[config.mk]
export PLATFORM = sky130hd
export DESIGN_NAME = scan_sequencer
export DESIGN_NICKNAME = d
export VERILOG_FILES = /design/src/common/matrix_pkg.sv /design/src/scan_sequencer/scan_sequencer.sv
export SDC_FILE = /design/constraint.sdc
export NUM_CORES = 1
export LEC_CHECK = 0
export BUFFER_PORTS_ARGS = -buffer_cell sky130_fd_sc_hd__buf_2
export CAP_MARGIN = 20
export CELL_PAD_IN_SITES_DETAIL_PLACEMENT = 0
export CELL_PAD_IN_SITES_GLOBAL_PLACEMENT = 1
export CORE_ASPECT_RATIO = 0.75
export CORE_MARGIN = 2
export CORE_UTILIZATION = 31
export CTS_CLUSTER_SIZE = 10
export DETAILED_ROUTE_END_ITERATION = 16
export GPL_ROUTABILITY_DRIVEN = 1
export GPL_TIMING_DRIVEN = 0
export PLACE_DENSITY_LB_ADDON = 0.1
export SLEW_MARGIN = 20
export SYNTH_ARGS = -nofsm -noshare
export SYNTH_HDL_FRONTEND = slang
export SYNTH_SLANG_ARGS = --single-unit
[constraint.sdc]
create_clock -name clk_root -period 2.2 [get_ports clk_root]
set_clock_uncertainty 0.05 [all_clocks]
set_input_delay 0.44 -clock clk_root [delete_from_list [all_inputs] [get_ports clk_root]]
set_output_delay 0.44 -clock clk_root [all_outputs]
set_load 0.01 [all_outputs]
[src/common/matrix_pkg.sv]
/* matrix_pkg
   shared geometry, timing, command codes and types for the LED matrix controller */

package matrix_pkg;

    // panel geometry
    localparam int NUM_COLS  = 64;
    localparam int NUM_ROWS  = 32;
    localparam int SCAN_ROWS = 16; // rows per half, also scan steps

    // four brightness planes, one per color bit
    localparam int COLOR_BITS = 4;

    // plane p shows for BASE_DISPLAY_TICKS << p cycles
    localparam int BASE_DISPLAY_TICKS = 64;

    localparam int CLKS_PER_BIT = 8; // serial bit time in clk_root cycles

    // command opcodes
    localparam logic [7:0] CMD_PIXEL      = 8'h50;
    localparam logic [7:0] CMD_BRIGHTNESS = 8'h42;
    localparam logic [7:0] CMD_RGB        = 8'h45;

    typedef logic [$clog2(NUM_COLS)-1:0]  col_t;
    typedef logic [$clog2(SCAN_ROWS)-1:0] scan_row_t;

    // {half, scan row, column}
    typedef logic [$clog2(NUM_COLS * NUM_ROWS)-1:0] pix_addr_t;

    // {red, green, blue}, 4 bits each
    typedef logic [3*COLOR_BITS-1:0] color_t;

    typedef logic [$clog2(COLOR_BITS)-1:0] plane_t;
    typedef logic [COLOR_BITS-1:0]         plane_mask_t;

    // bit 0 red, bit 1 green, bit 2 blue
    typedef logic [2:0] rgb_t;

    typedef logic [7:0] byte_t;

    typedef enum logic [2:0] {
        FETCH_TOP,
        FETCH_BOTTOM,
        SHIFT_LOW,
        SHIFT_HIGH,
        LATCH,
        DISPLAY
    } scan_state_t;

endpackage

[src/scan_sequencer/scan_sequencer.sv]
/* scan_sequencer
   execute stage, walks columns, planes and rows and times latch and display */

`timescale 1ns/100ps

module scan_sequencer (
    input  logic                  clk_root,
    input  logic                  arst_n,
    output matrix_pkg::pix_addr_t rd_addr,
    input  matrix_pkg::color_t    rd_data,
    output matrix_pkg::color_t    pix_top,
    output matrix_pkg::color_t    pix_bottom,
    output matrix_pkg::plane_t    plane,
    output logic                  shift_low,
    output logic                  shift_high,
    output logic                  latch_now,
    output logic                  display_on,
    output matrix_pkg::scan_row_t scan_row
);

    matrix_pkg::scan_state_t state;
    matrix_pkg::col_t        col;
    matrix_pkg::scan_row_t   row;   // row being shifted

    // longest display is BASE_DISPLAY_TICKS << (COLOR_BITS-1)
    logic [$clog2(matrix_pkg::BASE_DISPLAY_TICKS << (matrix_pkg::COLOR_BITS-1)):0] disp_cnt;

    // top read in FETCH_TOP, bottom read from FETCH_BOTTOM on
    assign rd_addr = {state != matrix_pkg::FETCH_TOP, row, col};

    // ram output register still holds the bottom pixel during SHIFT_LOW
    assign pix_bottom = rd_data;

    assign shift_low  = (state == matrix_pkg::SHIFT_LOW);
    assign shift_high = (state == matrix_pkg::SHIFT_HIGH);
    assign latch_now  = (state == matrix_pkg::LATCH);
    assign display_on = (state == matrix_pkg::DISPLAY);

    always_ff @(posedge clk_root or negedge arst_n) begin
        if (!arst_n) begin
            state    <= matrix_pkg::FETCH_TOP;
            col      <= '0;
            row      <= '0;
            plane    <= '0;
            scan_row <= '0;
            disp_cnt <= '0;
        end else begin
            case (state)
                matrix_pkg::FETCH_TOP:    state <= matrix_pkg::FETCH_BOTTOM;
                matrix_pkg::FETCH_BOTTOM: state <= matrix_pkg::SHIFT_LOW;
                matrix_pkg::SHIFT_LOW:    state <= matrix_pkg::SHIFT_HIGH;
                matrix_pkg::SHIFT_HIGH: begin
                    col <= col + 1'b1; // wraps to 0 after the last column
                    if (col == matrix_pkg::col_t'(matrix_pkg::NUM_COLS - 1)) begin
                        state    <= matrix_pkg::LATCH;
                        scan_row <= row; // visible in the LATCH cycle
                    end else begin
                        state <= matrix_pkg::FETCH_TOP;
                    end
                end
                matrix_pkg::LATCH: begin
                    disp_cnt <= $bits(disp_cnt)'((matrix_pkg::BASE_DISPLAY_TICKS << plane) - 1);
                    state    <= matrix_pkg::DISPLAY;
                end
                matrix_pkg::DISPLAY: begin
                    if (disp_cnt == '0) begin
                        state <= matrix_pkg::FETCH_TOP;
                        plane <= plane + 1'b1;
                        if (plane == matrix_pkg::plane_t'(matrix_pkg::COLOR_BITS - 1))
                            row <= row + 1'b1; // 15 wraps to 0
                    end else begin
                        disp_cnt <= disp_cnt - 1'b1;
                    end
                end
                default: state <= matrix_pkg::FETCH_TOP;
            endcase
        end
    end

    // top pixel returns one cycle after its address
    always_ff @(posedge clk_root) begin
        if (state == matrix_pkg::FETCH_BOTTOM)
            pix_top <= rd_data;
    end

endmodule

==> run summary <==
The proportion of register bits with asynchronous set or reset after synthesis was 0.707; the area of the die was 0.00703 mm². The number of hold violations in the final report is 0, and the final weighted congestion in routability-driven placement is 0.849. Setup violations remaining at the end of the flow were counted as 0. The global router's overall resource usage is 0.121, and the net count of the mapped netlist is 183. The floorplan die width came out at 96.2 µm.

In this run the cell area of the synthesized design comes to 0.00198 mm². For this run, design rule violations remaining after detail routing come to 0. For the worst-skew pair, the clock arrives at the later sink with an insertion delay of 0.29 ns. The count of distinct cell types in the synthesized netlist was 46. The routed design has 3990 µm of wire. The arrival time of data at the critical path endpoint came out at 1.61 ns. TritonCTS built the clock tree. In this run the vertical extent of the chip is 73.1 µm.

The startpoint kind of the worst setup timing path was a flop. The worst-case IR drop observed on VDD is 0.245 mV. The starting density of the core is 0.317. In the final timing run, aggregate negative setup slack is 0 ns.

In this run the remaining antenna-violating nets after routing total 0. On the final layout, the worst hold slack is 0.128 ns. The run gives 0.00622 mm² as the core box area. Maximum achievable frequency: 477 MHz.

The top cell types in the final layout, fill and taps aside, are 59 x buf_2, 29 x dfrtp_1, 15 x buf_4. The longest individual stage delay on the worst path works out to 0.40 ns. After clock tree synthesis, the clock-pin slew on the worst setup and hold paths is 0.08 ns. For the number of standard-cell rows in the floorplan, the log shows 25. The most frequent standard cell in the layout excluding fill and tap cells is buf_2. In this run, CTS created clock tree buffers numbering 5. For the share of the yosys chip area belonging to registers, the log shows 0.550. The run finished with clean final reports.

The total congestion overflow after global routing was 0. The tree is rooted in a clkbuf_8. Walking the worst path, the cells encountered are buf_2 -> clkbuf_1 -> or3_1 -> buf_2. The tool flagged a number of max-cap violations equal to 0. In this run the worst path has a maximum fanout of 10. The final clock period utilization by the worst path is 0.953. The buffer levels on the longest clock path was 2. Measured slew at the worst slew-check pin: 0.669 ns.

Counting both buffers and inverters, the worst setup path holds a total of 3. Worst slew slack as a fraction of its limit: 0.554. Setup repair after global routing left no endpoint under its margin. Data on the critical path is required at its endpoint by 1.71 ns. For the count of yosys warnings during synthesis, the log shows 0.

The logs give 249 for the number of nets at the end of the flow and 59 for the number of top-level pins. In this design, the critical path's most frequently occurring cell is buf_2. Type of the worst setup path: flop to primary output. The clock net in this run drives a total of 41 sinks.

Routed wirelength normalized by instance count: 12.8 µm. The clock period could shrink to 2.10 ns. The final max-slew violation count came out at 0. The number of flops mapped to enable cells by yosys came out at 12.

The via-per-instance ratio was 4.56. For the half-perimeter wire length of the detailed placement result, the log shows 2940 µm. The ratio of cells with drive above 1 in the final layout is 0.426. The synthesized area divided by synthesized cell count was 12.1 µm²; the count of H-tree levels built during CTS was 2.

The logs give 163 for the gate count of the mapped netlist and 80 for the number of violations reported at the end of detailed-routing iteration 0. Entering global routing, the biggest net connects 30 pins. The worst setup path is captured at a primary output. The number of antenna diodes in the final layout is 0. Counting the fill cells in the layout gives 606.

The logs give 1.23 nW for the leakage power summed over all cells and 1418 for the via count. Among all stages on the critical path, the largest delay is contributed by or3_1. The path class of the tightest hold or removal check is primary input to async pin. Number of global-route vias before repair: 1332.

The initial antenna violation count was 0; the power density over the cells was 583 mW/mm². The global-route wire length before repair came out at 6380 µm. Flip-flop cell with the highest count after synthesis: dfrtp_1. The first detailed-routing pass ran for 4 iterations. The register bit count reported by yosys came out at 41.

The synthesis-to-layout area growth works out to 26.9%. Family with the most delay on the worst path: buffers and inverters. The count of buffers from port buffering came out at 58.
[synthesized netlist by cell type (all sizes together) (5+ instances only)]
library cell / n / area (µm²)
a21oi: 6 / 30.0
o21ai: 5 / 25.0
inv: 7 / 26.3
ha: 6 / 75.1
mux2: 7 / 93.8
buf: 17 / 133
xnor2: 6 / 52.6
nand2: 11 / 41.3
edfxtp: 12 / 360
dfrtp: 29 / 726
nor2: 8 / 30.0
[where the power goes]
group	total (W)	internal [W]	switching (W)
sequential	0.000784	0.000784	0
clock	0.000622	0.000370	0.000252
combinational	0.0000562	0.0000286	0.0000276
total	0.00146	0.00118	0.000280
[routing by layer]
| layer | global-route usage | share of wire | up-vias |
|---|---|---|---|
| li1 | - | - | 697 |
| met4 | 0.0476 | 0.011 | 0 |
| met3 | 0.0475 | 0.061 | 5 |
| met5 | 0 | 0 | - |
| met1 | 0.160 | 0.46 | 679 |
| met2 | 0.177 | 0.47 | 37 |
[final timing paths]
check	slack, ns	depth (start not counted)	startpoint	to
worst max-delay path	0.10	4	state[0]$_DFFE_PN0P_	rd_addr[10]
worst min-delay path	0.13	1	arst_n	scan_row[2]$_DFFE_PN0P_
worst max register to register	0.21	7	disp_cnt[1]$_DFFE_PN0P_	plane[1]$_DFFE_PN0P_
worst min register to register	0.45	1	col[5]$_DFFE_PN0P_	col[5]$_DFFE_PN0P_
max in group asynchronous	1.53	1	arst_n	disp_cnt[5]$_DFFE_PN0P_
min in group clk_root	0.28	1	rd_data[0]	pix_top[0]$_DFFE_PP_
[area by class of cell]
type                       count  area (µm²)  area share
tap                           81         101      0.0404
inverter                       7        26.3      0.0105
clock buffer                   7        86.3      0.0344
clock inverter                 1        30.0      0.0120
timing repair buffer          59         298       0.119
buffer                        18         136      0.0544
multi-input combinational     97         743       0.296
sequential                    41        1090       0.433
[metrics by stage]
stage          cell area (µm²)  power (W)  setup slack [ns]  std cells   util
2_1_floorplan             1980   0.000822             0.266        163      -
4_1_cts                   2500    0.00149            0.0112        311  0.401
5_1_grt                   2510    0.00153            0.0536        311  0.403
6_report                  2510    0.00146             0.103        311  0.403
3_3_place_gp              2370   0.000856           -0.0771        302  0.380
3_5_place_dp              2380   0.000858            0.0448        303  0.382
[cell families after synthesis]
kind of cell	synth area share
multiplexers	0.0475
AO/OA/AOI/OAI	0.0906
buffers and inverters	0.0823
flip-flops	0.550
XOR/XNOR	0.0443
AND/OR/NAND/NOR	0.148
adder cells (fa/ha/maj)	0.0380
[flip-flops by register name, summed over array words and instances, names as in the netlist]
name,cells
pix_top,12
disp_cnt,10
col,6
row,4
scan_row,4
state,3
plane,2
[what timing repair did]
action                                  4_1_cts  5_1_grt
endpoints found under the setup margin        0        5
hold buffers                                  0        0
buffers inserted                              0        0
resized for setup                             0        2
Power figures use the tool's default switching activity.
