$ cat src/common/matrix_pkg.sv
/* matrix_pkg
   shared geometry, timing, command codes and types for the LED matrix controller */

package matrix_pkg;

    // panel geometry
    localparam int NUM_COLS  = 64;
    localparam int NUM_ROWS  = 32;
    localparam int SCAN_ROWS = 16; // rows per half, also scan steps

    // four brightness planes, one per color bit
    localparam int COLOR_BITS = 4;

    // plane p shows for BASE_DISPLAY_TICKS << p cycles
    localparam int BASE_DISPLAY_TICKS = 64;

    localparam int CLKS_PER_BIT = 8; // serial bit time in clk_root cycles

    // command opcodes
    localparam logic [7:0] CMD_PIXEL      = 8'h50;
    localparam logic [7:0] CMD_BRIGHTNESS = 8'h42;
    localparam logic [7:0] CMD_RGB        = 8'h45;

    typedef logic [$clog2(NUM_COLS)-1:0]  col_t;
    typedef logic [$clog2(SCAN_ROWS)-1:0] scan_row_t;

    // {half, scan row, column}
    typedef logic [$clog2(NUM_COLS * NUM_ROWS)-1:0] pix_addr_t;

    // {red, green, blue}, 4 bits each
    typedef logic [3*COLOR_BITS-1:0] color_t;

    typedef logic [$clog2(COLOR_BITS)-1:0] plane_t;
    typedef logic [COLOR_BITS-1:0]         plane_mask_t;

    // bit 0 red, bit 1 green, bit 2 blue
    typedef logic [2:0] rgb_t;

    typedef logic [7:0] byte_t;

    typedef enum logic [2:0] {
        FETCH_TOP,
        FETCH_BOTTOM,
        SHIFT_LOW,
        SHIFT_HIGH,
        LATCH,
        DISPLAY
    } scan_state_t;

endpackage

$ cat src/source/uart_rx.sv
/* uart_rx
   8N1 serial byte receiver, samples each bit at its middle */

`timescale 1ns/100ps

module uart_rx (
    input  logic              clk_root,
    input  logic              arst_n,
    input  logic              serial_rx,
    output matrix_pkg::byte_t rx_byte,
    output logic              rx_valid
);

    typedef enum logic [1:0] {
        RX_IDLE,
        RX_START,
        RX_DATA,
        RX_STOP
    } rx_state_t;

    rx_state_t state;
    logic [1:0] sync;   // two-flop synchronizer, line idles high
    logic [$clog2(matrix_pkg::CLKS_PER_BIT)-1:0] cnt;
    logic [2:0] bit_idx;
    logic       rx_s;

    assign rx_s = sync[1];

    always_ff @(posedge clk_root or negedge arst_n) begin
        if (!arst_n) begin
            sync     <= 2'b11;
            state    <= RX_IDLE;
            cnt      <= '0;
            bit_idx  <= '0;
            rx_byte  <= '0;
            rx_valid <= 1'b0;
        end else begin
            sync     <= {sync[0], serial_rx};
            rx_valid <= 1'b0;
            case (state)
                RX_IDLE: begin
                    cnt <= '0;
                    if (!rx_s)
                        state <= RX_START;
                end
                RX_START: begin // wait half a bit, recheck the start level
                    if (cnt == $bits(cnt)'(matrix_pkg::CLKS_PER_BIT / 2 - 1)) begin
                        cnt     <= '0;
                        bit_idx <= '0;
                        state   <= rx_s ? RX_IDLE : RX_DATA; // glitch, back to idle
                    end else begin
                        cnt <= cnt + 1'b1;
                    end
                end
                RX_DATA: begin
                    if (cnt == $bits(cnt)'(matrix_pkg::CLKS_PER_BIT - 1)) begin
                        cnt     <= '0;
                        rx_byte <= {rx_s, rx_byte[7:1]}; // lsb first
                        bit_idx <= bit_idx + 1'b1;
                        if (bit_idx == 3'd7)
                            state <= RX_STOP;
                    end else begin
                        cnt <= cnt + 1'b1;
                    end
                end
                RX_STOP: begin
                    if (cnt == $bits(cnt)'(matrix_pkg::CLKS_PER_BIT - 1)) begin
                        rx_valid <= rx_s; // framing error drops the byte
                        state    <= RX_IDLE;
                    end else begin
                        cnt <= cnt + 1'b1;
                    end
                end
                default: state <= RX_IDLE;
            endcase
        end
    end

endmodule

$ cat config.mk
export PLATFORM = sky130hd
export DESIGN_NAME = uart_rx
export DESIGN_NICKNAME = d
export VERILOG_FILES = /design/src/common/matrix_pkg.sv /design/src/source/uart_rx.sv
export SDC_FILE = /design/constraint.sdc
export NUM_CORES = 1
export LEC_CHECK = 0
export ABC_AREA = 1
export CAP_MARGIN = 30
export CORE_MARGIN = 3
export CORE_UTILIZATION = 55
export DETAILED_ROUTE_END_ITERATION = 8
export DONT_BUFFER_PORTS = 1
export PLACE_DENSITY = 0.68
export RECOVER_POWER = 50
export SYNTH_ARGS = -nofsm -noshare
export SYNTH_HDL_FRONTEND = slang
export SYNTH_SLANG_ARGS = --single-unit
$ cat constraint.sdc
create_clock -name clk_root -period 3.9 [get_ports clk_root]
set_input_delay 0.39 -clock clk_root [delete_from_list [all_inputs] [get_ports clk_root]]
set_output_delay 0.39 -clock clk_root [all_outputs]
set_load 0.02 [all_outputs]
==> out/metrics.sh, run 1 <==
DIE_W_UM=47.8
ANTENNA_FOUND_INITIAL=0
NUM-NETS-FINAL=120
SETUP-VIOLATIONS-FINAL=0
CLKTRANSATPATHREGS_NS=0.10
REG2REG_TO='rx_byte[0]'
SYNTHESIS.INSTANCES=104
FIRST_GLOBAL_VIAS=608
SYNTH_AREA_UM2=961
CRITICAL_PATH.MAX_FANOUT=15
TIMING.CRITICAL_PATH.FROM_TYPE='register'
WORST_R2R_PATH_DEPTH=4
TIMING_WORST_SETUP_PATH_TYPE='reg -> reg'
VIAS=634
SYN-NUM-NETS=115
STATUS='finished, final reports clean'
POWER.NET_SWITCHING_uW=178
CELL_INTERNAL_PWR_uW=310
POSTROUTEANTENNANETS=0
POWER.IR.VDD_WORST_mV=0.331
DETAIL_ROUTE.VIAS_PER_CELL=5.11
STD_CELL_ROWS=14
LAYOUTNONFILLERINSTCOUNT=124
FINAL_LAYOUT_SIZE_SUFFIX_GT1_SHARE_PCT=16.7
SYNTH_TOP_CELLS_BY_AREA='sky130_fd_sc_hd__dfrtp_1 44%, sky130_fd_sc_hd__nand2_1 11%, sky130_fd_sc_hd__ha_1 10%'
POWER.SHARE.COMBINATIONAL_PCT=28.8
CTS_NUM_SINKS=19
FLOORPLAN.INITIALDENSITY_PCT=61.0
CLOCKPOWERSHARE_PCT=19.5
YOSYSSEQAREASHARE_PCT=49.7
CRITPATHLAUNCH='cnt[0]'
WORST_SLEW_MARGIN_REL_PCT=47.4
HOLD_PATH.CLASS='in -> reg'
CTS-ROOT-BUF='sky130_fd_sc_hd__clkbuf_4'
MEAN_AREA_PER_SYNTHESIZED_CELL_UM2=9.24
DRT_WL_TOTAL_UM=1370
R2R_START='cnt[0]'
GRT_USE_TOTAL_PCT=15.4
CP_DATA_ARRIVAL_TIME_NS=1.74
SYNTH_LARGEST_AREA_CELL='sky130_fd_sc_hd__dfrtp_1'
FULL_DIE_AREA_UM2=2280
SYNTH-WARNING-COUNT=0
REPORT.FINAL.SLEW_VIOL_COUNT=0
GRT_FIRST_PASS_WIRELENGTH_UM=2440
GR_OVFL_TOTAL=0
FINAL_PERIOD_MINUS_WORST_SETUP_SLACK_NS=1.55
FINALCOREUTILIZATION_PCT=63.9
WORST_SLEW_PIN_SLEW_NS=0.786
MAX_CAP_VIOL_COUNT=0
LAYOUT-AREA-OVERHEAD-VS-SYNTH_PCT=4.82
INITIALDRTVIOLATIONCOUNT=9
WORSTSETUPENDPOINT='rx_byte[0]'
POST-ROUTE-DRC-COUNT=0
LAYOUT_WORST_PATH_CYCLE_SHARE_PCT=39.7
CP-END-KIND='register'
GP_ROUTABILITY_CONGESTION=0.802
CLOCK_TREE.BUFFER_DEPTH=2
FF2FF_SETUP_SLACK_NS=2.35
FIN_SETUP_TNS_NS=0
FINCLKSKEW_NS=0.00703
COUNT_OF_INPUT_AND_OUTPUT_BUFFERS=0
POWER_SWITCHING_SHARE_PCT=36.4
P_LEAK_uW=0.000546
AVGROUTEDWIREPERCELL_UM=11.0
TIMING.FINAL.HOLD_VIOLATIONS=0
CRITICAL_PATH_REQUIRED_NS=4.09
NUM-FILL-CELLS=127
DRT_PASS_1_ITERS=4
PLACED_CELLS_INCL_TAPS=119
YS_SEQ_ELEMENTS=19
DIEHEIGHT_UM=47.8
ANTENNADIODECOUNT=0
SYNTHDOMINANTCELLAREASHARE_PCT=44.3
POWER_DENSITY_nW_PER_UM2=484
DP.FINAL_HPWL_UM=1050
CTS_MAX_LEVEL=1
CLOCK_LATENCY_AT_THE_LATER_PIN_OF_THE_WORST_SKEW_PAIR_NS=0.29
TIMING.FMAX_MHz=646
DESIGN.CORE.AREA_UM2=1580
GRT_SETUP_UNREPAIRED='false'
POST-CTS-SETUP-BUFFER-COUNT=0
SEQ_POWER_SHARE_PCT=51.7
NUMCTSBUFFERS=3
TRITONCTS='done'
BOUNDARYPINS=12
GRT_START_MAX_NET_PINS=20
POST_SYNTH_NUM_CELL_TYPES=18
routing by layer:
metal  wire (µm)  vias up  track usage, %
met1         670      281            20.2
li1            -      339               -
met4          29        0            8.06
met2         606       10            23.0
met5           0        -               0
met3          62        4            4.14
power groups by stage:
stage / sequential, µW / clock, µW / combinational (µW)
2_1_floorplan: 250 / 0 / 115
4_1_cts: 252 / 101 / 142
5_1_grt: 257 / 109 / 168
3_3_place_gp: 256 / 0 / 136
3_5_place_dp: 256 / 0 / 137
6_report: 252 / 95.2 / 140
worst max-delay path, cell delays in order (launching register included):
cell	delay, ns
sky130_fd_sc_hd__dfrtp_1	0.40
sky130_fd_sc_hd__ha_1	0.27
sky130_fd_sc_hd__ha_1	0.26
sky130_fd_sc_hd__nand2_4	0.20
sky130_fd_sc_hd__mux2_4	0.32
Yosys cell counts (all sizes together):
cell	number
mux2	1
o21ai	8
a21oi	3
ha	8
buf	1
o211ai	1
inv	15
dfstp	2
nand3	9
nor2	8
nand2	29
nor3	1
nand3b	1
dfrtp	17
area by class of cell:
class	instances	area, µm²	share of cell area [%]
clock buffers	3	22.5	2.24
flip-flops and latches	19	478	47.5
inverters	15	56.3	5.59
multi-input cells	69	415	41.2
repair buffers	1	10.0	0.994
clock inverters	1	5.00	0.497
well taps	16	20.0	1.99
worst min-delay path by stage:
stage	start	cells past startpoint	slack, ns	end
2_1_floorplan	arst_n	0	0.09	async pin
3_3_place_gp	arst_n	0	0.09	bit_idx[0]
3_5_place_dp	arst_n	0	0.09	bit_idx[0]
4_1_cts	serial_rx	0	0.06	sync[0]
5_1_grt	serial_rx	0	0.05	sync[0]
6_report	serial_rx	0	0.08	sync[0]
layout by cell type, fill, tap and decap left out:
cell	instances
sky130_fd_sc_hd__nand3_1	9
sky130_fd_sc_hd__nor3_1	1
sky130_fd_sc_hd__nand2_1	28
sky130_fd_sc_hd__nor2_1	7
sky130_fd_sc_hd__inv_2	2
sky130_fd_sc_hd__a21oi_2	3
sky130_fd_sc_hd__nand3b_1	1
sky130_fd_sc_hd__dfstp_2	2
sky130_fd_sc_hd__inv_1	13
sky130_fd_sc_hd__dfrtp_1	17
sky130_fd_sc_hd__o21ai_0	4
sky130_fd_sc_hd__clkinv_2	1
sky130_fd_sc_hd__mux2_4	1
sky130_fd_sc_hd__nand2_4	1
sky130_fd_sc_hd__dlygate4sd3_1	1
sky130_fd_sc_hd__o21ai_2	4
sky130_fd_sc_hd__o211ai_1	1
sky130_fd_sc_hd__nor2_4	1
sky130_fd_sc_hd__clkbuf_4	3
sky130_fd_sc_hd__ha_1	8
sequential cells by signal, summed over array words and instances (netlist names), named ones only:
name,cells
rx_byte,8
bit_idx,3
cnt,3
sync,2
rx_valid,1
state,1
through the flow:
stage          hold slack [ns]  cell area (µm²)  power [µW]  worst slack, ns
2_1_floorplan           0.0944              961         365             2.52
3_3_place_gp            0.0949              970         392             2.38
3_5_place_dp            0.0949              970         393             2.36
4_1_cts                 0.0644             1010         496             2.35
5_1_grt                 0.0509             1010         535             2.20
6_report                0.0778             1010         488             2.35
timing repair:
item                                    4_1_cts  5_1_grt
endpoints found under the hold margin        19        0
hold buffers                                  1        0
resized for setup                             0        0
endpoints found under the setup margin        0        0
cells by family after synthesis:
kind of cell | after synthesis | share of synthesized area, %
buffers and inverters | 16 | 7.03
adders and majority gates | 8 | 10.4
and+or+nand+nor | 48 | 22.0
DFF | 19 | 49.7
AOI/OAI and AO/OA | 12 | 9.25
muxes | 1 | 1.56
(Power assumes the default switching activity.)
==> run 2: changes to the inputs <==
--- a/config.mk
+++ b/config.mk
@@ -8,10 +8,10 @@
 export ABC_AREA = 1
 export CAP_MARGIN = 30
 export CORE_MARGIN = 3
-export CORE_UTILIZATION = 55
+export CORE_UTILIZATION = 54
 export DETAILED_ROUTE_END_ITERATION = 8
 export DONT_BUFFER_PORTS = 1
-export PLACE_DENSITY = 0.68
+export PLACE_DENSITY = 0.7
 export RECOVER_POWER = 50
 export SYNTH_ARGS = -nofsm -noshare
 export SYNTH_HDL_FRONTEND = slang
==> constraint.sdc (replaced) <==
create_clock -name clk_root -period 1.35 [get_ports clk_root]
set_input_delay 0.135 -clock clk_root [delete_from_list [all_inputs] [get_ports clk_root]]
set_output_delay 0.135 -clock clk_root [all_outputs]
set_load 0.02 [all_outputs]
==> run 2 against run 1 <==
Net effect: the flow now finishes with violations (setup timing); wire length is 33% higher; global-route usage is 1.9 points higher; combinational power grew to 5.5 times the previous value; register-to-register slack worse by 2.4 ns; via count is 12% higher; flip-flop and latch count stayed put; sequential share of layout area is 8.3 points lower; critical endpoint is now state[0]; largest power group is now combinational logic; highest routed layer unchanged.
==> out/metrics.sh, run 2 (synthesized netlist as in run 1, its figures left out) <==
WORST_SLEW_PIN_SLEW_NS=0.814  # +0.0276 ns
FINCLKSKEW_NS=0.00674  # -0.000290 ns
NUM-NETS-FINAL=131  # +9.2%
PLACED_CELLS_INCL_TAPS=135  # +13%
SETUP-VIOLATIONS-FINAL=7  # +7
FIN_SETUP_TNS_NS=-0.131  # -0.131 ns
GR_OVFL_TOTAL=0  # unchanged
BOUNDARYPINS=12  # unchanged
DIE_W_UM=48.2  # +0.81%
CRITICAL_PATH.MAX_FANOUT=5  # -10
WORST_R2R_PATH_DEPTH=6  # +2
INITIALDRTVIOLATIONCOUNT=25  # +16
FAILING_CHECKS='setup timing'
TRITONCTS='done'
CELL_INTERNAL_PWR_uW=1100  # +250%
DIEHEIGHT_UM=48.2  # +0.81%
FULL_DIE_AREA_UM2=2320  # +1.6%
DP.FINAL_HPWL_UM=1160  # +10%
GP_ROUTABILITY_CONGESTION=0.812  # +1.3%
POWER_DENSITY_nW_PER_UM2=1470  # +200%
CTS-ROOT-BUF='sky130_fd_sc_hd__clkbuf_4'
TIMING.FINAL.HOLD_VIOLATIONS=0  # unchanged
FINAL_COMMON_CELL='sky130_fd_sc_hd__nand2_1'
GRT_FIRST_PASS_WIRELENGTH_UM=2730  # +12%
TIMING.CRITICAL_PATH.FROM_TYPE='register'
GRT_SETUP_UNREPAIRED='true'
CLKTRANSATPATHREGS_NS=0.11  # about the same
HOLD_PATH.CLASS='in -> async'
TIMING.FINAL.WS_SETUP_NS=-0.0350  # -2.39 ns
FINALCOREUTILIZATION_PCT=77.1  # +13 points
CP_DATA_ARRIVAL_TIME_NS=1.58  # -0.16 ns
LAYOUTNONFILLERINSTCOUNT=143  # +15%
LARGEST_REGISTER='rx_byte'
GRT_USE_TOTAL_PCT=17.3  # +1.9 points
COUNT_OF_INPUT_AND_OUTPUT_BUFFERS=0  # unchanged
POST_ROUTE_STANDARD_CELL_AREA_EXCLUDING_FILLERS_UM2=1230  # +22%
DRT_WL_TOTAL_UM=1830  # +33%
NUMCTSBUFFERS=3  # unchanged
TIMING.FMAX_MHz=722  # +12%
VIAS=713  # +12%
FINAL_LAYOUT_SIZE_SUFFIX_GT1_SHARE_PCT=42.0  # +25 points
R2R_START='cnt[0]'
MAX_CAP_VIOL_COUNT=0  # unchanged
P_LEAK_uW=0.000640  # +17%
REPORT.FINAL.SLEW_VIOL_COUNT=0  # unchanged
CLOCK_TREE.BUFFER_DEPTH=2  # unchanged
CLOCK_LATENCY_AT_THE_LATER_PIN_OF_THE_WORST_SKEW_PAIR_NS=0.31  # +0.02 ns
NUM-FILL-CELLS=103  # -19%
POST-ROUTE-DRC-COUNT=0  # unchanged
POWER.SHARE.COMBINATIONAL_PCT=42.4  # +14 points
FINAL_PERIOD_MINUS_WORST_SETUP_SLACK_NS=1.39  # -0.162 ns
POSTROUTEANTENNANETS=0  # unchanged
TOP_LIBRARY_CELLS_BY_USAGE_IN_THE_LAYOUT_FILL_AND_TAPS_ASIDE='22 x sky130_fd_sc_hd__nand2_1, 15 x sky130_fd_sc_hd__dfrtp_1, 10 x sky130_fd_sc_hd__inv_1'
GRT_START_MAX_NET_PINS=20  # unchanged
FLOORPLAN.INITIALDENSITY_PCT=60.3  # -0.67 points
PLACEMENT.CELL_AREA_UM2=1050  # +8.8%
STD_CELL_ROWS=14  # unchanged
FF2FF_SETUP_SLACK_NS=-0.04  # -2.39 ns
POWER_SWITCHING_SHARE_PCT=39.1  # +2.7 points
LAYOUT-AREA-OVERHEAD-VS-SYNTH_PCT=27.9
TIMING_WORST_SETUP_PATH_TYPE='reg -> reg'
FIRST_GLOBAL_VIAS=663  # +9.0%
STATUS='finished with violations'
REG2REG_TO='state[0]'
CLOCKPOWERSHARE_PCT=16.2  # -3.3 points
CTS_MAX_LEVEL=1  # unchanged
LARGEST_REG_FLOPS=8  # unchanged
DESIGN.CORE.AREA_UM2=1590  # +1.1%
SEQ_POWER_SHARE_PCT=41.3  # -10 points
CTS_NUM_SINKS=19  # unchanged
TIMING.HOLD.WS_NS=0.352  # +0.274 ns
AVGROUTEDWIREPERCELL_UM=12.8  # +16%
ANTENNADIODECOUNT=0  # unchanged
DETAIL_ROUTE.VIAS_PER_CELL=4.99  # -2.5%
CP-END-KIND='register'
POWER.IR.VDD_WORST_mV=1.08  # +230%
TOP_REGS='rx_byte: 8 flops, bit_idx: 3 flops, cnt: 3 flops'
DRT_PASS_1_ITERS=4  # unchanged
WORST_SLEW_MARGIN_REL_PCT=45.6  # -1.8 points
ANTENNA_FOUND_INITIAL=0  # unchanged
LAYOUT_WORST_PATH_CYCLE_SHARE_PCT=103  # +63 points
POWER.NET_SWITCHING_uW=706  # +300%
CRITICAL_PATH_REQUIRED_NS=1.54  # -2.55 ns
[run 2: cell count changes in the layout (fill, tap and decap cells not counted), moves of 3 or more]
| cell | change |
|---|---|
| sky130_fd_sc_hd__nand3_1 | -3 |
| sky130_fd_sc_hd__o21ai_1 | +4 |
| sky130_fd_sc_hd__buf_4 | +8 |
| sky130_fd_sc_hd__ha_4 | +3 |
| sky130_fd_sc_hd__o21ai_0 | -4 |
| sky130_fd_sc_hd__ha_1 | -5 |
| sky130_fd_sc_hd__inv_1 | -3 |
| sky130_fd_sc_hd__nand2_1 | -6 |
| sky130_fd_sc_hd__nand2_2 | +4 |
[run 2: how the worst max path moves through the flow]
stage	slack [ns]	endpoint	depth (start not counted)	start
2_1_floorplan	-0.002	cnt[0]	7	cnt[0]
3_3_place_gp	-0.06	register	9	cnt[0]
3_5_place_dp	-0.10	register	9	cnt[0]
4_1_cts	-0.008	rx_byte[0]	4	cnt[1]
5_1_grt	-0.14	register	9	cnt[0]
6_report	-0.04	state[0]	6	cnt[0]
[run 2: routing by layer]
layer	routed length, µm	vias up	global-route usage [%]
met5	0	-	0
li1	-	362	-
met3	82	5	5.54
met1	812	330	19.7
met2	893	16	28.6
met4	38	0	9.14
[run 2: critical path, cell delays in order (launching register included)]
cell and delay, ns:
sky130_fd_sc_hd__dfrtp_1 0.43, sky130_fd_sc_hd__ha_4 0.20, sky130_fd_sc_hd__ha_2 0.21, sky130_fd_sc_hd__nor2_2 0.21, sky130_fd_sc_hd__nor2_4 0.06, sky130_fd_sc_hd__nand3_1 0.09, sky130_fd_sc_hd__nand3b_1 0.08
[run 2: stage by stage]
step | setup slack, ns | total power (µW)
finish | -0.0350 | 1800
global route | -0.138 | 1940
CTS | -0.00766 | 1640
detailed placement | -0.103 | 1260
global placement | -0.0585 | 1250
floorplan | -0.00206 | 1050
[run 2: what timing repair did]
| action | in CTS | in global routing |
|---|---|---|
| resized for setup | 9 | 25 |
| endpoints found under the hold margin | 20 | 0 |
| pin swaps | 2 | 12 |
| cloned | 0 | 0 |
| setup buffers | 0 | 3 |
| endpoints found under the setup margin | 14 | 15 |
| hold buffers | 2 | 0 |
[run 2: cell type report]
cell class	count	area [µm²]	area share (%)
flip-flops and latches	19	480	39.1
clock inverters	1	5.00	0.407
multi-input cells	69	520	42.4
well taps	24	30.0	2.44
clock buffers	3	22.5	1.83
repair buffers	12	111	9.06
inverters	15	58.8	4.79
[run 2: power by group through the flow]
stage	Combinational (µW)	Sequential, µW	Clock, µW
global placement	526	727	0
floorplan	332	723	0
finish	766	746	293
global route	851	757	328
CTS	598	734	304
detailed placement	529	729	0
