[config.mk]
export PLATFORM = sky130hd
export DESIGN_NAME = pixel_out
export DESIGN_NICKNAME = d
export VERILOG_FILES = /design/src/common/matrix_pkg.sv /design/src/source/pixel_out.sv
export SDC_FILE = /design/constraint.sdc
export NUM_CORES = 1
export LEC_CHECK = 0
export ABC_CLOCK_PERIOD_IN_PS = 1000
export BUFFER_PORTS_ARGS = -buffer_cell sky130_fd_sc_hd__clkbuf_2
export CAP_MARGIN = 15
export CORE_MARGIN = 4
export CORE_UTILIZATION = 36
export CTS_CLUSTER_SIZE = 30
export DETAILED_ROUTE_END_ITERATION = 10
export PLACE_DENSITY_LB_ADDON = 0.3
export SYNTH_ARGS = -nofsm -noshare
export SYNTH_HDL_FRONTEND = slang
export SYNTH_SLANG_ARGS = --single-unit
[constraint.sdc]
create_clock -name clk_root -period 1 [get_ports clk_root]
set_input_delay 0.2 -clock clk_root [delete_from_list [all_inputs] [get_ports clk_root]]
set_output_delay 0.2 -clock clk_root [all_outputs]
set_load 0.05 [all_outputs]
[src/common/matrix_pkg.sv]
/* matrix_pkg
   shared geometry, timing, command codes and types for the LED matrix controller */

package matrix_pkg;

    // panel geometry
    localparam int NUM_COLS  = 64;
    localparam int NUM_ROWS  = 32;
    localparam int SCAN_ROWS = 16; // rows per half, also scan steps

    // four brightness planes, one per color bit
    localparam int COLOR_BITS = 4;

    // plane p shows for BASE_DISPLAY_TICKS << p cycles
    localparam int BASE_DISPLAY_TICKS = 64;

    localparam int CLKS_PER_BIT = 8; // serial bit time in clk_root cycles

    // command opcodes
    localparam logic [7:0] CMD_PIXEL      = 8'h50;
    localparam logic [7:0] CMD_BRIGHTNESS = 8'h42;
    localparam logic [7:0] CMD_RGB        = 8'h45;

    typedef logic [$clog2(NUM_COLS)-1:0]  col_t;
    typedef logic [$clog2(SCAN_ROWS)-1:0] scan_row_t;

    // {half, scan row, column}
    typedef logic [$clog2(NUM_COLS * NUM_ROWS)-1:0] pix_addr_t;

    // {red, green, blue}, 4 bits each
    typedef logic [3*COLOR_BITS-1:0] color_t;

    typedef logic [$clog2(COLOR_BITS)-1:0] plane_t;
    typedef logic [COLOR_BITS-1:0]         plane_mask_t;

    // bit 0 red, bit 1 green, bit 2 blue
    typedef logic [2:0] rgb_t;

    typedef logic [7:0] byte_t;

    typedef enum logic [2:0] {
        FETCH_TOP,
        FETCH_BOTTOM,
        SHIFT_LOW,
        SHIFT_HIGH,
        LATCH,
        DISPLAY
    } scan_state_t;

endpackage

[src/source/pixel_out.sv]
/* pixel_out
   result stage, plane bit select and enables, registered panel pins */

`timescale 1ns/100ps

module pixel_out (
    input  logic                    clk_root,
    input  logic                    arst_n,
    input  matrix_pkg::color_t      pix_top,
    input  matrix_pkg::color_t      pix_bottom,
    input  matrix_pkg::plane_t      plane,
    input  logic                    shift_low,
    input  logic                    shift_high,
    input  logic                    latch_now,
    input  logic                    display_on,
    input  matrix_pkg::scan_row_t   scan_row,
    input  matrix_pkg::plane_mask_t plane_enable,
    input  matrix_pkg::rgb_t        rgb_enable,
    output matrix_pkg::rgb_t        rgb_top,
    output matrix_pkg::rgb_t        rgb_bottom,
    output logic                    pixel_clk,
    output logic                    row_latch,
    output logic                    output_enable,
    output matrix_pkg::scan_row_t   row_addr
);

    matrix_pkg::rgb_t chan_en;

    // red sits in the top nibble, rgb bit 0 is red
    function automatic matrix_pkg::rgb_t plane_bits(matrix_pkg::color_t px,
                                                    matrix_pkg::plane_t p);
        matrix_pkg::rgb_t bits;
        for (int c = 0; c < 3; c++)
            bits[c] = px[(2 - c) * matrix_pkg::COLOR_BITS + int'(p)];
        return bits;
    endfunction

    assign chan_en = plane_enable[plane] ? rgb_enable : '0;

    always_ff @(posedge clk_root or negedge arst_n) begin
        if (!arst_n) begin
            rgb_top       <= '0;
            rgb_bottom    <= '0;
            pixel_clk     <= 1'b0;
            row_latch     <= 1'b0;
            output_enable <= 1'b0;
            row_addr      <= '0;
        end else begin
            if (shift_low) begin // data settles while pixel_clk is low
                rgb_top    <= plane_bits(pix_top, plane) & chan_en;
                rgb_bottom <= plane_bits(pix_bottom, plane) & chan_en;
            end
            pixel_clk     <= shift_high;
            row_latch     <= latch_now;
            output_enable <= display_on;
            row_addr      <= scan_row;
        end
    end

endmodule

==> flow_summary_export.csv, run 1 <==
group,metric,value,unit
run_status,outcome,"complete, but fails checks",
run_status,violations,"setup timing",
placement,place_inst,103,
floorplan,die_w,49.56,um
synth,syn_avg_cell_area,17.77,um2
drt,wl_met3,145,um
cells_and_area,nNetsFinal,136,
critical_path,cp_top_family,"flip-flops",
timing,worst-slew-pin-transition,0.3161,ns
critical_path,worstSetupEndpointType,"output port",
min_path,hold_class,"input port to register",
synth,synth_top_family_by_area,"multiplexers",
drt,drc_errors,0,
synth,synth_most_common_cell,"dfrtp_1",
floorplan,row_count,14,
synth,ys_seq_area_frac,0.5231,
placement,place_hpwl,1355,um
synth,synth_edf_count,0,
cts,cts.reportedPaths.clkPinSlew,0.09,ns
cells_and_area,drive_gt1_frac,0.7065,
drt,wirelength,1693,um
synth,synth_area_leaders,"dfrtp_1 52%, mux4_1 25%, a41o_1 9.7%",
critical_path,path_class,"register to output port",
synth,synthAdderAreaFrac,0,
critical_path,critPathArrivalTime,0.87,ns
cells_and_area,syn2layout_area_growth,70.02,%
grt,grt_pass1_wl,2615,um
grt,antenna_found_initial,0,
floorplan,core-area,1577,um2
critical_path,critPathLaunchType,"register",
drt,wl_per_cell,15.68,um
grt,grt_max_degree,14,
critical_path,cpPeakStageDelay,0.42,ns
drt,drt-met1-wl,657,um
synth,synth_seq_cells,13,
timing,hold_viol,0,
drt,routed_via_density,5.074,
synth,async_reset_ff_frac,1.000,
power,power.density,1266,nW/um2
placement,port_buffers,55,
drt,drt-pass1-iter-count,1,
synth,synthXorXnorAreaFrac,0,
synth,synth_mux_area_frac,0.2897,
cts,cts-root-buf,"clkbuf_4",
cells_and_area,finish.utilization,0.6706,
drt,dr_total_vias,548,
cts,htreeDepth,1,
cts,cts_buffer_depth,2,
cts,tritoncts,"done",
synth,synth_area,621.8,um2
power,pwr-share-clk,0.244,
power,pwr-share-seq,0.437,
timing,fin_crit,1.067,ns
power,leakagePower,0.5758,nW
cts,insertion_delay,0.27,ns
floorplan,ioPinCount,56,
timing,slew_headroom,0.7893,
critical_path,cp.required,0.80,ns
synth,synthSimpleGateAreaFrac,0.06036,
synth,ys_types,7,
timing,slew_violations,0,
critical_path,crit_buf_inv,1,
power,peakVddDrop,0.7831,mV
synth,synth_warnings,0,
synth,synth_compound_area_frac,0.09658,
synth,netlist_top_cells_count,"13 x dfrtp_1, 6 x a41o_1, 6 x mux4_1, 6 x nor2b_1, 2 x clkbuf_1",
synth,synthFlopType,"dfrtp_1",
cells_and_area,final_cells,108,
power,swShare,0.3034,
power,intPower,932.7,uW
timing,fmax,0.9373,GHz
drt,antenna_left,0,
floorplan,dieArea,2456,um2
timing,fin_crit_sh,1.067,
drt,routed-wl-met2,881,um
grt,first_global_vias,621,
drt,first_iter_violations,0,
grt,grt_usage,0.1436,
floorplan,die_y,49.56,um
power,p_switching,406.2,uW
synth,synthCells,35,
critical_path,crit_chain,"buf_8",
critical_path,cpMaxStageDelayCell,"dfrtp_1",
synth,syn_nets,78,
grt,grt_overflow,0,
flow_run,cap_violations,0,
timing,clock_skew,0,ns
drt,top_layer_used,"met4",
synth,synth_area_leader_cell,"dfrtp_1",
floorplan,start_util,0.3944,
cells_and_area,fillerInstances,115,
critical_path,critPathMaxFanout,2,
cells_and_area,diodes,0,
timing,rsz0062_at_grt,"yes",
timing,layout_setup_ws,-0.06687,ns
power,p_comb_frac,0.319,
cts,cts.sinks,13,
timing,setup_viol,13,
placement,gp_congestion,0.7791,
cts,cts_buffers,3,
synth,synth_top_area_share,0.5231,
## stage by stage
| stage | power [mW] | TNS, ns | cell area [um2] | worst slack [ns] | hold slack, ns |
|---|---|---|---|---|---|
| finish | 1.339 | -0.3744 | 1057 | -0.06687 | 0.02062 |
| global route | 1.403 | -0.8315 | 1057 | -0.09891 | 0.01211 |
| CTS | 1.317 | -0.5238 | 1035 | -0.06991 | 0.02401 |
| detailed placement | 0.9334 | -2.381 | 875.8 | -0.4004 | 0.1080 |
| global placement | 0.9277 | -2.254 | 875.8 | -0.3766 | 0.1028 |
| floorplan | 0.8035 | -0.9628 | 608.1 | -0.1605 | -0.09559 |
## power by group through the flow
| stage | logic [mW] | registers, mW | clock network (mW) |
|---|---|---|---|
| after global routing | 0.449 | 0.590 | 0.364 |
| after detailed placement | 0.352 | 0.581 | 0 |
| after floorplan | 0.103 | 0.700 | 0 |
| after CTS | 0.412 | 0.577 | 0.328 |
| after global placement | 0.347 | 0.581 | 0 |
| final | 0.427 | 0.586 | 0.326 |
## area by class of cell
| type | count | area (um2) | area share |
|---|---|---|---|
| Timing Repair Buffer | 56 | 430.4 | 0.4071 |
| Multi-Input combinational cell | 19 | 255.2 | 0.2414 |
| Sequential cell | 13 | 325.3 | 0.3077 |
| Tap cell | 16 | 20.02 | 0.01893 |
| Clock buffer | 4 | 26.28 | 0.02485 |
## worst reg2reg max path: cells and delay by family, from the launching register on
family | cells | cell delay, ns
compound gates | 1 | 0.22
flops | 1 | 0.41
simple gates | 1 | 0.15
## registers in the layout, summed over array words and instances, names as in the netlist
name           flops
rgb_top            3
rgb_bottom         3
row_addr           4
output_enable      1
pixel_clk          1
row_latch          1
## timing repair
action,in CTS,in global routing
setup buffers,0,0
setup endpoints to repair,19,16
gates resized for setup,28,15
cloned,0,0
pin swaps,0,1
hold endpoints to repair,13,0
hold buffers,1,0
## per-layer routing
layer  vias up  global-route usage
li1        257                   -
met1       261              0.1552
met2        28              0.2555
met3         2             0.06627
met4         0             0.02765
met5         -                   0
## path summary, 6_finish.rpt
check / startpoint / end / slack [ns] / cells past startpoint
max in group asynchronous: arst_n / row_addr[2] / 0.42 / 2
setup / recovery: rgb_bottom[1] / rgb_bottom[1] / -0.07 / 1
hold reg to reg: rgb_bottom[0] / rgb_bottom[0] / 0.65 / 2
setup reg to reg: rgb_bottom[2] / rgb_bottom[2] / 0.12 / 2
min in group asynchronous: arst_n / row_addr[1] / 0.33 / 2
hold / removal: scan_row[1] / row_addr[1] / 0.02 / 1
## layout by cell type (no fill, tap or decap)
| cell | instances |
|---|---|
| clkbuf_2 | 41 |
| clkbuf_4 | 3 |
| mux4_2 | 7 |
| buf_8 | 13 |
| clkbuf_1 | 1 |
| dlygate4sd3_1 | 1 |
| buf_12 | 1 |
| dfrtp_1 | 13 |
| a41o_1 | 6 |
| nor2b_1 | 6 |
## cells by family (layout without fill, tap and decap cells)
| group | Yosys count | in the layout |
|---|---|---|
| AO/OA/AOI/OAI | 6 | 6 |
| buffers and inverters | 3 | 60 |
| AND/OR/NAND/NOR | 6 | 6 |
| flip-flops | 13 | 13 |
| multiplexers | 7 | 7 |
No activity file was read; power rests on OpenSTA's default activity.
==> run 2, diff against run 1 <==
CORE_ASPECT_RATIO = 0.9   (was default)
==> run 2 against run 1 <==
- the run still ends with setup timing left
- via count increased by 0.91%
- combinational power about the same
- setup slack gained 0.026 ns
- cell count grew 6.5%
- sequential cell count unchanged
- die area is essentially flat
- sequential power barely moved
- global-route usage grew 1.3 points
- critical path type unchanged
- critical endpoint unchanged
- largest cell class unchanged
- highest routed layer unchanged
==> flow_summary_export.csv, run 2 (synthesis gave the netlist of run 1 again) <==
group,metric,value,unit
timing,fin_crit,1.041,ns
timing,worst-slew-pin-transition,0.3085,ns
run_status,violations,"setup timing",
floorplan,start_util,0.4067,
critical_path,path_class,"register to output port",
cts,tritoncts,"done",
power,power.total,1.332,mW
cells_and_area,regArea,325.3,um2
grt,antenna_found_initial,0,
run_status,outcome,"complete, but fails checks",
timing,slew_violations,0,
cells_and_area,finish.utilization,0.6972,
cells_and_area,mostFrequentLayoutCell,"clkbuf_2",
timing,hold_viol,0,
power,p_comb_frac,0.321,
placement,gp_congestion,0.7275,
drt,drt-met1-wl,658,um
floorplan,dieArea,2457,um2
drt,drc_errors,0,
critical_path,critPathArrivalTime,0.84,ns
timing,setup_tns,-0.3616,ns
cells_and_area,top_regs,"row_addr x4, rgb_bottom x3, rgb_top x3",
timing,slew_headroom,0.7943,
cts,insertion_delay,0.27,ns
placement,dpl_cell_area,883.3,um2
floorplan,die_w,51.81,um
power,pwr-share-clk,0.240,
power,p_switching,399.6,uW
floorplan,row_count,13,
power,pwr-share-seq,0.439,
cells_and_area,syn2layout_area_growth,71.43,%
cells_and_area,diodes,0,
grt,grt_max_degree,14,
power,leakagePower,0.5789,nW
grt,grt_pass1_wl,2670,um
power,power.density,1250,nW/um2
cells_and_area,drive_gt1_frac,0.7097,
critical_path,worstSetupEndpointType,"output port",
timing,rsz0062_at_grt,"yes",
power,peakVddDrop,1.115,mV
floorplan,ioPinCount,56,
timing,setup_viol,13,
drt,top_layer_used,"met4",
critical_path,cpPeakStageDelay,0.41,ns
cts,cts_buffer_depth,2,
drt,routed_via_density,4.809,
floorplan,core-area,1529,um2
power,intPower,932.6,uW
min_path,hold_class,"input port to register",
power,swShare,0.3000,
critical_path,cp.required,0.80,ns
drt,antenna_left,0,
placement,port_buffers,55,
drt,routed-wl-met2,814,um
cts,cts.sinks,13,
timing,layout_setup_ws,-0.04110,ns
timing,fin_crit_sh,1.041,
cells_and_area,multi_input_area,255.2,um2
flow_run,cap_violations,0,
critical_path,crit_chain,"buf_8",
critical_path,critPathLaunchType,"register",
cts,htreeDepth,1,
drt,wirelength,1688,um
cts,cts-root-buf,"clkbuf_4",
cells_and_area,postLayoutCellArea,1066,um2
timing,clock_skew,0,ns
drt,dr_total_vias,553,
cells_and_area,nNetsFinal,137,
critical_path,critPathMaxFanout,2,
cells_and_area,largest_register,"row_addr",
timing,whs,0.02747,ns
grt,grt_usage,0.1562,
drt,wl_per_cell,14.68,um
critical_path,cp_top_family,"flip-flops",
cells_and_area,largest_reg_flops,4,
drt,drt-pass1-iter-count,2,
cells_and_area,fillerInstances,128,
critical_path,crit_buf_inv,1,
floorplan,die_y,47.43,um
cells_and_area,mostFrequentLayoutCells,"41 x clkbuf_2, 13 x buf_8, 13 x dfrtp_1",
cts,cts.reportedPaths.clkPinSlew,0.08,ns
grt,first_global_vias,570,
cts,cts_buffers,3,
grt,grt_overflow,0,
drt,wl_met3,189,um
critical_path,cpMaxStageDelayCell,"dfrtp_1",
timing,fmax,0.9605,GHz
drt,first_iter_violations,6,
[run 2: per-layer routing]
metal | GRT usage | vias to the layer above
li1 | - | 257
met1 | 0.1907 | 253
met2 | 0.2538 | 38
met4 | 0.06283 | 0
met3 | 0.06231 | 5
met5 | 0 | -
[run 2: per-stage QoR]
stage               instances  worst slack [ns]
global route              115          -0.08855
CTS                       114          -0.06175
detailed placement        109           -0.3941
finish                    115          -0.04110
global placement          109           -0.3802
floorplan                  35           -0.1605
[run 2: repair_timing]
item                                    4_1_cts  5_1_grt
hold buffers                                  1        0
gates resized for setup                      28       13
cloned                                        0        0
setup buffers                                 0        1
endpoints found under the setup margin       19       13
endpoints found under the hold margin        13        0
[run 2: power groups by stage]
| stage | registers, mW | logic (mW) | clock network (mW) |
|---|---|---|---|
| 2_1_floorplan | 0.700 | 0.103 | 0 |
| 3_3_place_gp | 0.581 | 0.351 | 0 |
| 3_5_place_dp | 0.581 | 0.351 | 0 |
| 4_1_cts | 0.575 | 0.411 | 0.329 |
| 5_1_grt | 0.590 | 0.453 | 0.369 |
| 6_report | 0.585 | 0.428 | 0.320 |
[run 2: worst reg2reg max path: stages (launching register included)]
cell and delay, ns:
dfrtp_1 0.40, buf_4 0.14, nor2b_1 0.12, a41o_1 0.20
[run 2: final timing paths]
path	startpoint	slack [ns]	depth (start not counted)	end
worst min-delay path	scan_row[2]	0.03	1	row_addr[2]
worst min register to register	rgb_top[0]	0.64	2	rgb_top[0]
worst max register to register	rgb_bottom[2]	0.03	3	rgb_bottom[2]
worst max-delay path	rgb_bottom[1]	-0.04	1	rgb_bottom[1]
min in group asynchronous	arst_n	0.34	2	rgb_bottom[1]
max in group asynchronous	arst_n	0.43	2	row_latch
[run 2: area by class of cell]
| cell class | instances | share of cell area |
|---|---|---|
| clock buffers | 4 | 0.02465 |
| multi-input cells | 19 | 0.2394 |
| repair buffers | 57 | 0.4049 |
| flip-flops and latches | 13 | 0.3052 |
| well taps | 22 | 0.02582 |
==> run 3, diff against run 2 <==
GPL_TIMING_DRIVEN = 0   (was default)
==> run 3 against run 2 <==
- the run still ends with setup timing left
- cell area grew 0.23%
- die area is the same
- highest routed layer unchanged
- sequential cell count is the same
- register-to-register slack gained 0.10 ns
- total power is essentially flat
- sequential share of layout area shrank 0.071 points
- core utilization grew 0.16 points
- setup slack lost 0.0014 ns
==> flow_summary_export.csv, run 3 (synthesis gave the netlist of run 1 again) <==
group,metric,value,unit
grt,antenna_found_initial,0,
cells_and_area,syn2layout_area_growth,71.83,%
power,leakagePower,0.5770,nW
drt,dr_total_vias,576,
cells_and_area,top_regs,"row_addr x4, rgb_bottom x3, rgb_top x3",
critical_path,reg2reg_to,"rgb_bottom[0]",
floorplan,row_count,13,
grt,grt_pass1_wl,2746,um
power,power.total,1.332,mW
drt,antenna_left,0,
cells_and_area,largest_register,"row_addr",
cells_and_area,finish.utilization,0.6989,
cts,cts.reportedPaths.clkPinSlew,0.07,ns
cells_and_area,mostFrequentLayoutCell,"clkbuf_2",
timing,fin_crit,1.042,ns
placement,place_inst,110,
grt,grt_usage,0.1640,
critical_path,crit_buf_inv,1,
timing,setup_viol,13,
floorplan,die_w,51.81,um
placement,port_buffers,53,
timing,fmax,0.9593,GHz
cells_and_area,mostFrequentLayoutCells,"41 x clkbuf_2, 13 x buf_8, 13 x dfrtp_1",
drt,drt-pass1-iter-count,4,
timing,slew_violations,0,
critical_path,cpPeakStageDelay,0.41,ns
min_path,hold_class,"input port to register",
critical_path,r2r_cells,2,
floorplan,core-area,1529,um2
cells_and_area,diodes,0,
timing,slew_headroom,0.7277,
run_status,violations,"setup timing",
drt,routed_via_density,5.009,
drt,wl_per_cell,15.55,um
cells_and_area,nNetsFinal,137,
drt,wirelength,1788,um
critical_path,critPathLaunchType,"register",
timing,clock_skew,0,ns
critical_path,crit_chain,"buf_8",
timing,worst-slew-pin-transition,0.4084,ns
timing,rsz0062_at_grt,"yes",
cells_and_area,final_cells,115,
run_status,outcome,"complete, but fails checks",
cts,post_cts_buffers,0,
critical_path,path_class,"register to output port",
critical_path,worstSetupEndpointType,"output port",
cts,insertion_delay,0.27,ns
timing,fin_crit_sh,1.042,
critical_path,crit_start,"row_addr[2]",
cts,cts_buffer_depth,2,
timing,hold_viol,0,
critical_path,cp_top_family,"flip-flops",
flow_run,cap_violations,0,
floorplan,ioPinCount,56,
power,peakVddDrop,1.014,mV
power,power.density,1246,nW/um2
floorplan,dieArea,2457,um2
drt,first_iter_violations,3,
cts,cts_buffers,3,
timing,whs,0.02294,ns
drt,drc_errors,0,
floorplan,die_y,47.43,um
critical_path,critPathMaxFanout,1,
timing,layout_setup_ws,-0.04247,ns
critical_path,critPathArrivalTime,0.84,ns
grt,grt_overflow,0,
critical_path,r2r-start,"rgb_bottom[0]",
cts,cts-root-buf,"clkbuf_4",
grt,grt_max_degree,14,
cts,tritoncts,"done",
cells_and_area,drive_gt1_frac,0.6989,
placement,gp_congestion,0.6853,
critical_path,cpMaxStageDelayCell,"dfrtp_1",
grt,first_global_vias,602,
floorplan,start_util,0.4067,
critical_path,worstSetupPathDepth,1,
critical_path,cp.required,0.80,ns
cts,htreeDepth,1,
critical_path,crit_end,"row_addr[2]",
cells_and_area,largest_reg_flops,4,
critical_path,rrSetupSlack,0.13,ns
cts,cts.sinks,13,
[run 3: cell counts in the layout (fill, tap and decap cells not counted)]
Identical to the previous run, type by type.
[run 3: area by class of cell]
class                      count  area [um2]
buffer                         3       28.78
multi-input combinational     19       255.2
tap                           22       27.53
sequential                    13       325.3
clock buffer                   4       26.28
timing repair buffer          54       405.4
fill                         121       460.4
[run 3: how the worst min path moves through the flow]
stage | start | endpoint | slack [ns] | cells past startpoint
floorplan | arst_n | output_enable | -0.1 | 0
global placement | arst_n | row_latch | 0.1 | 1
global route | shift_high | pixel_clk | 0.008 | 1
CTS | scan_row[0] | row_addr[0] | 0.02 | 1
detailed placement | arst_n | row_addr[0] | 0.10 | 1
finish | scan_row[0] | row_addr[0] | 0.02 | 1
[run 3: timing repair]
item,CTS,global route
hold buffers,1,0
endpoints found under the hold margin,13,0
setup endpoints to repair,14,13
gates resized for setup,27,13
[run 3: report_power, final]
part	total [mW]	switching, mW	leakage [nW]	internal [mW]
Sequential	0.585	0.0260	0.163	0.559
Clock	0.315	0.160	0.0150	0.155
Combinational	0.432	0.211	0.399	0.220
Total	1.33	0.398	0.577	0.934
[run 3: metrics by stage]
stage	cell area (um2)	TNS, ns	setup slack (ns)
2_1_floorplan	608.1	-0.9628	-0.1605
3_3_place_gp	900.9	-1.543	-0.2670
3_5_place_dp	900.9	-1.759	-0.3060
4_1_cts	1052	-0.5202	-0.05705
5_1_grt	1069	-0.9283	-0.08972
6_report	1069	-0.3647	-0.04247
[run 3: metal layers]
layer | track usage | vias to the layer above | part of all wire
met5 | 0 | - | 0
met4 | 0.06283 | 0 | 0.0089
met3 | 0.06854 | 3 | 0.13
met2 | 0.3096 | 40 | 0.53
met1 | 0.1650 | 275 | 0.33
li1 | - | 258 | -
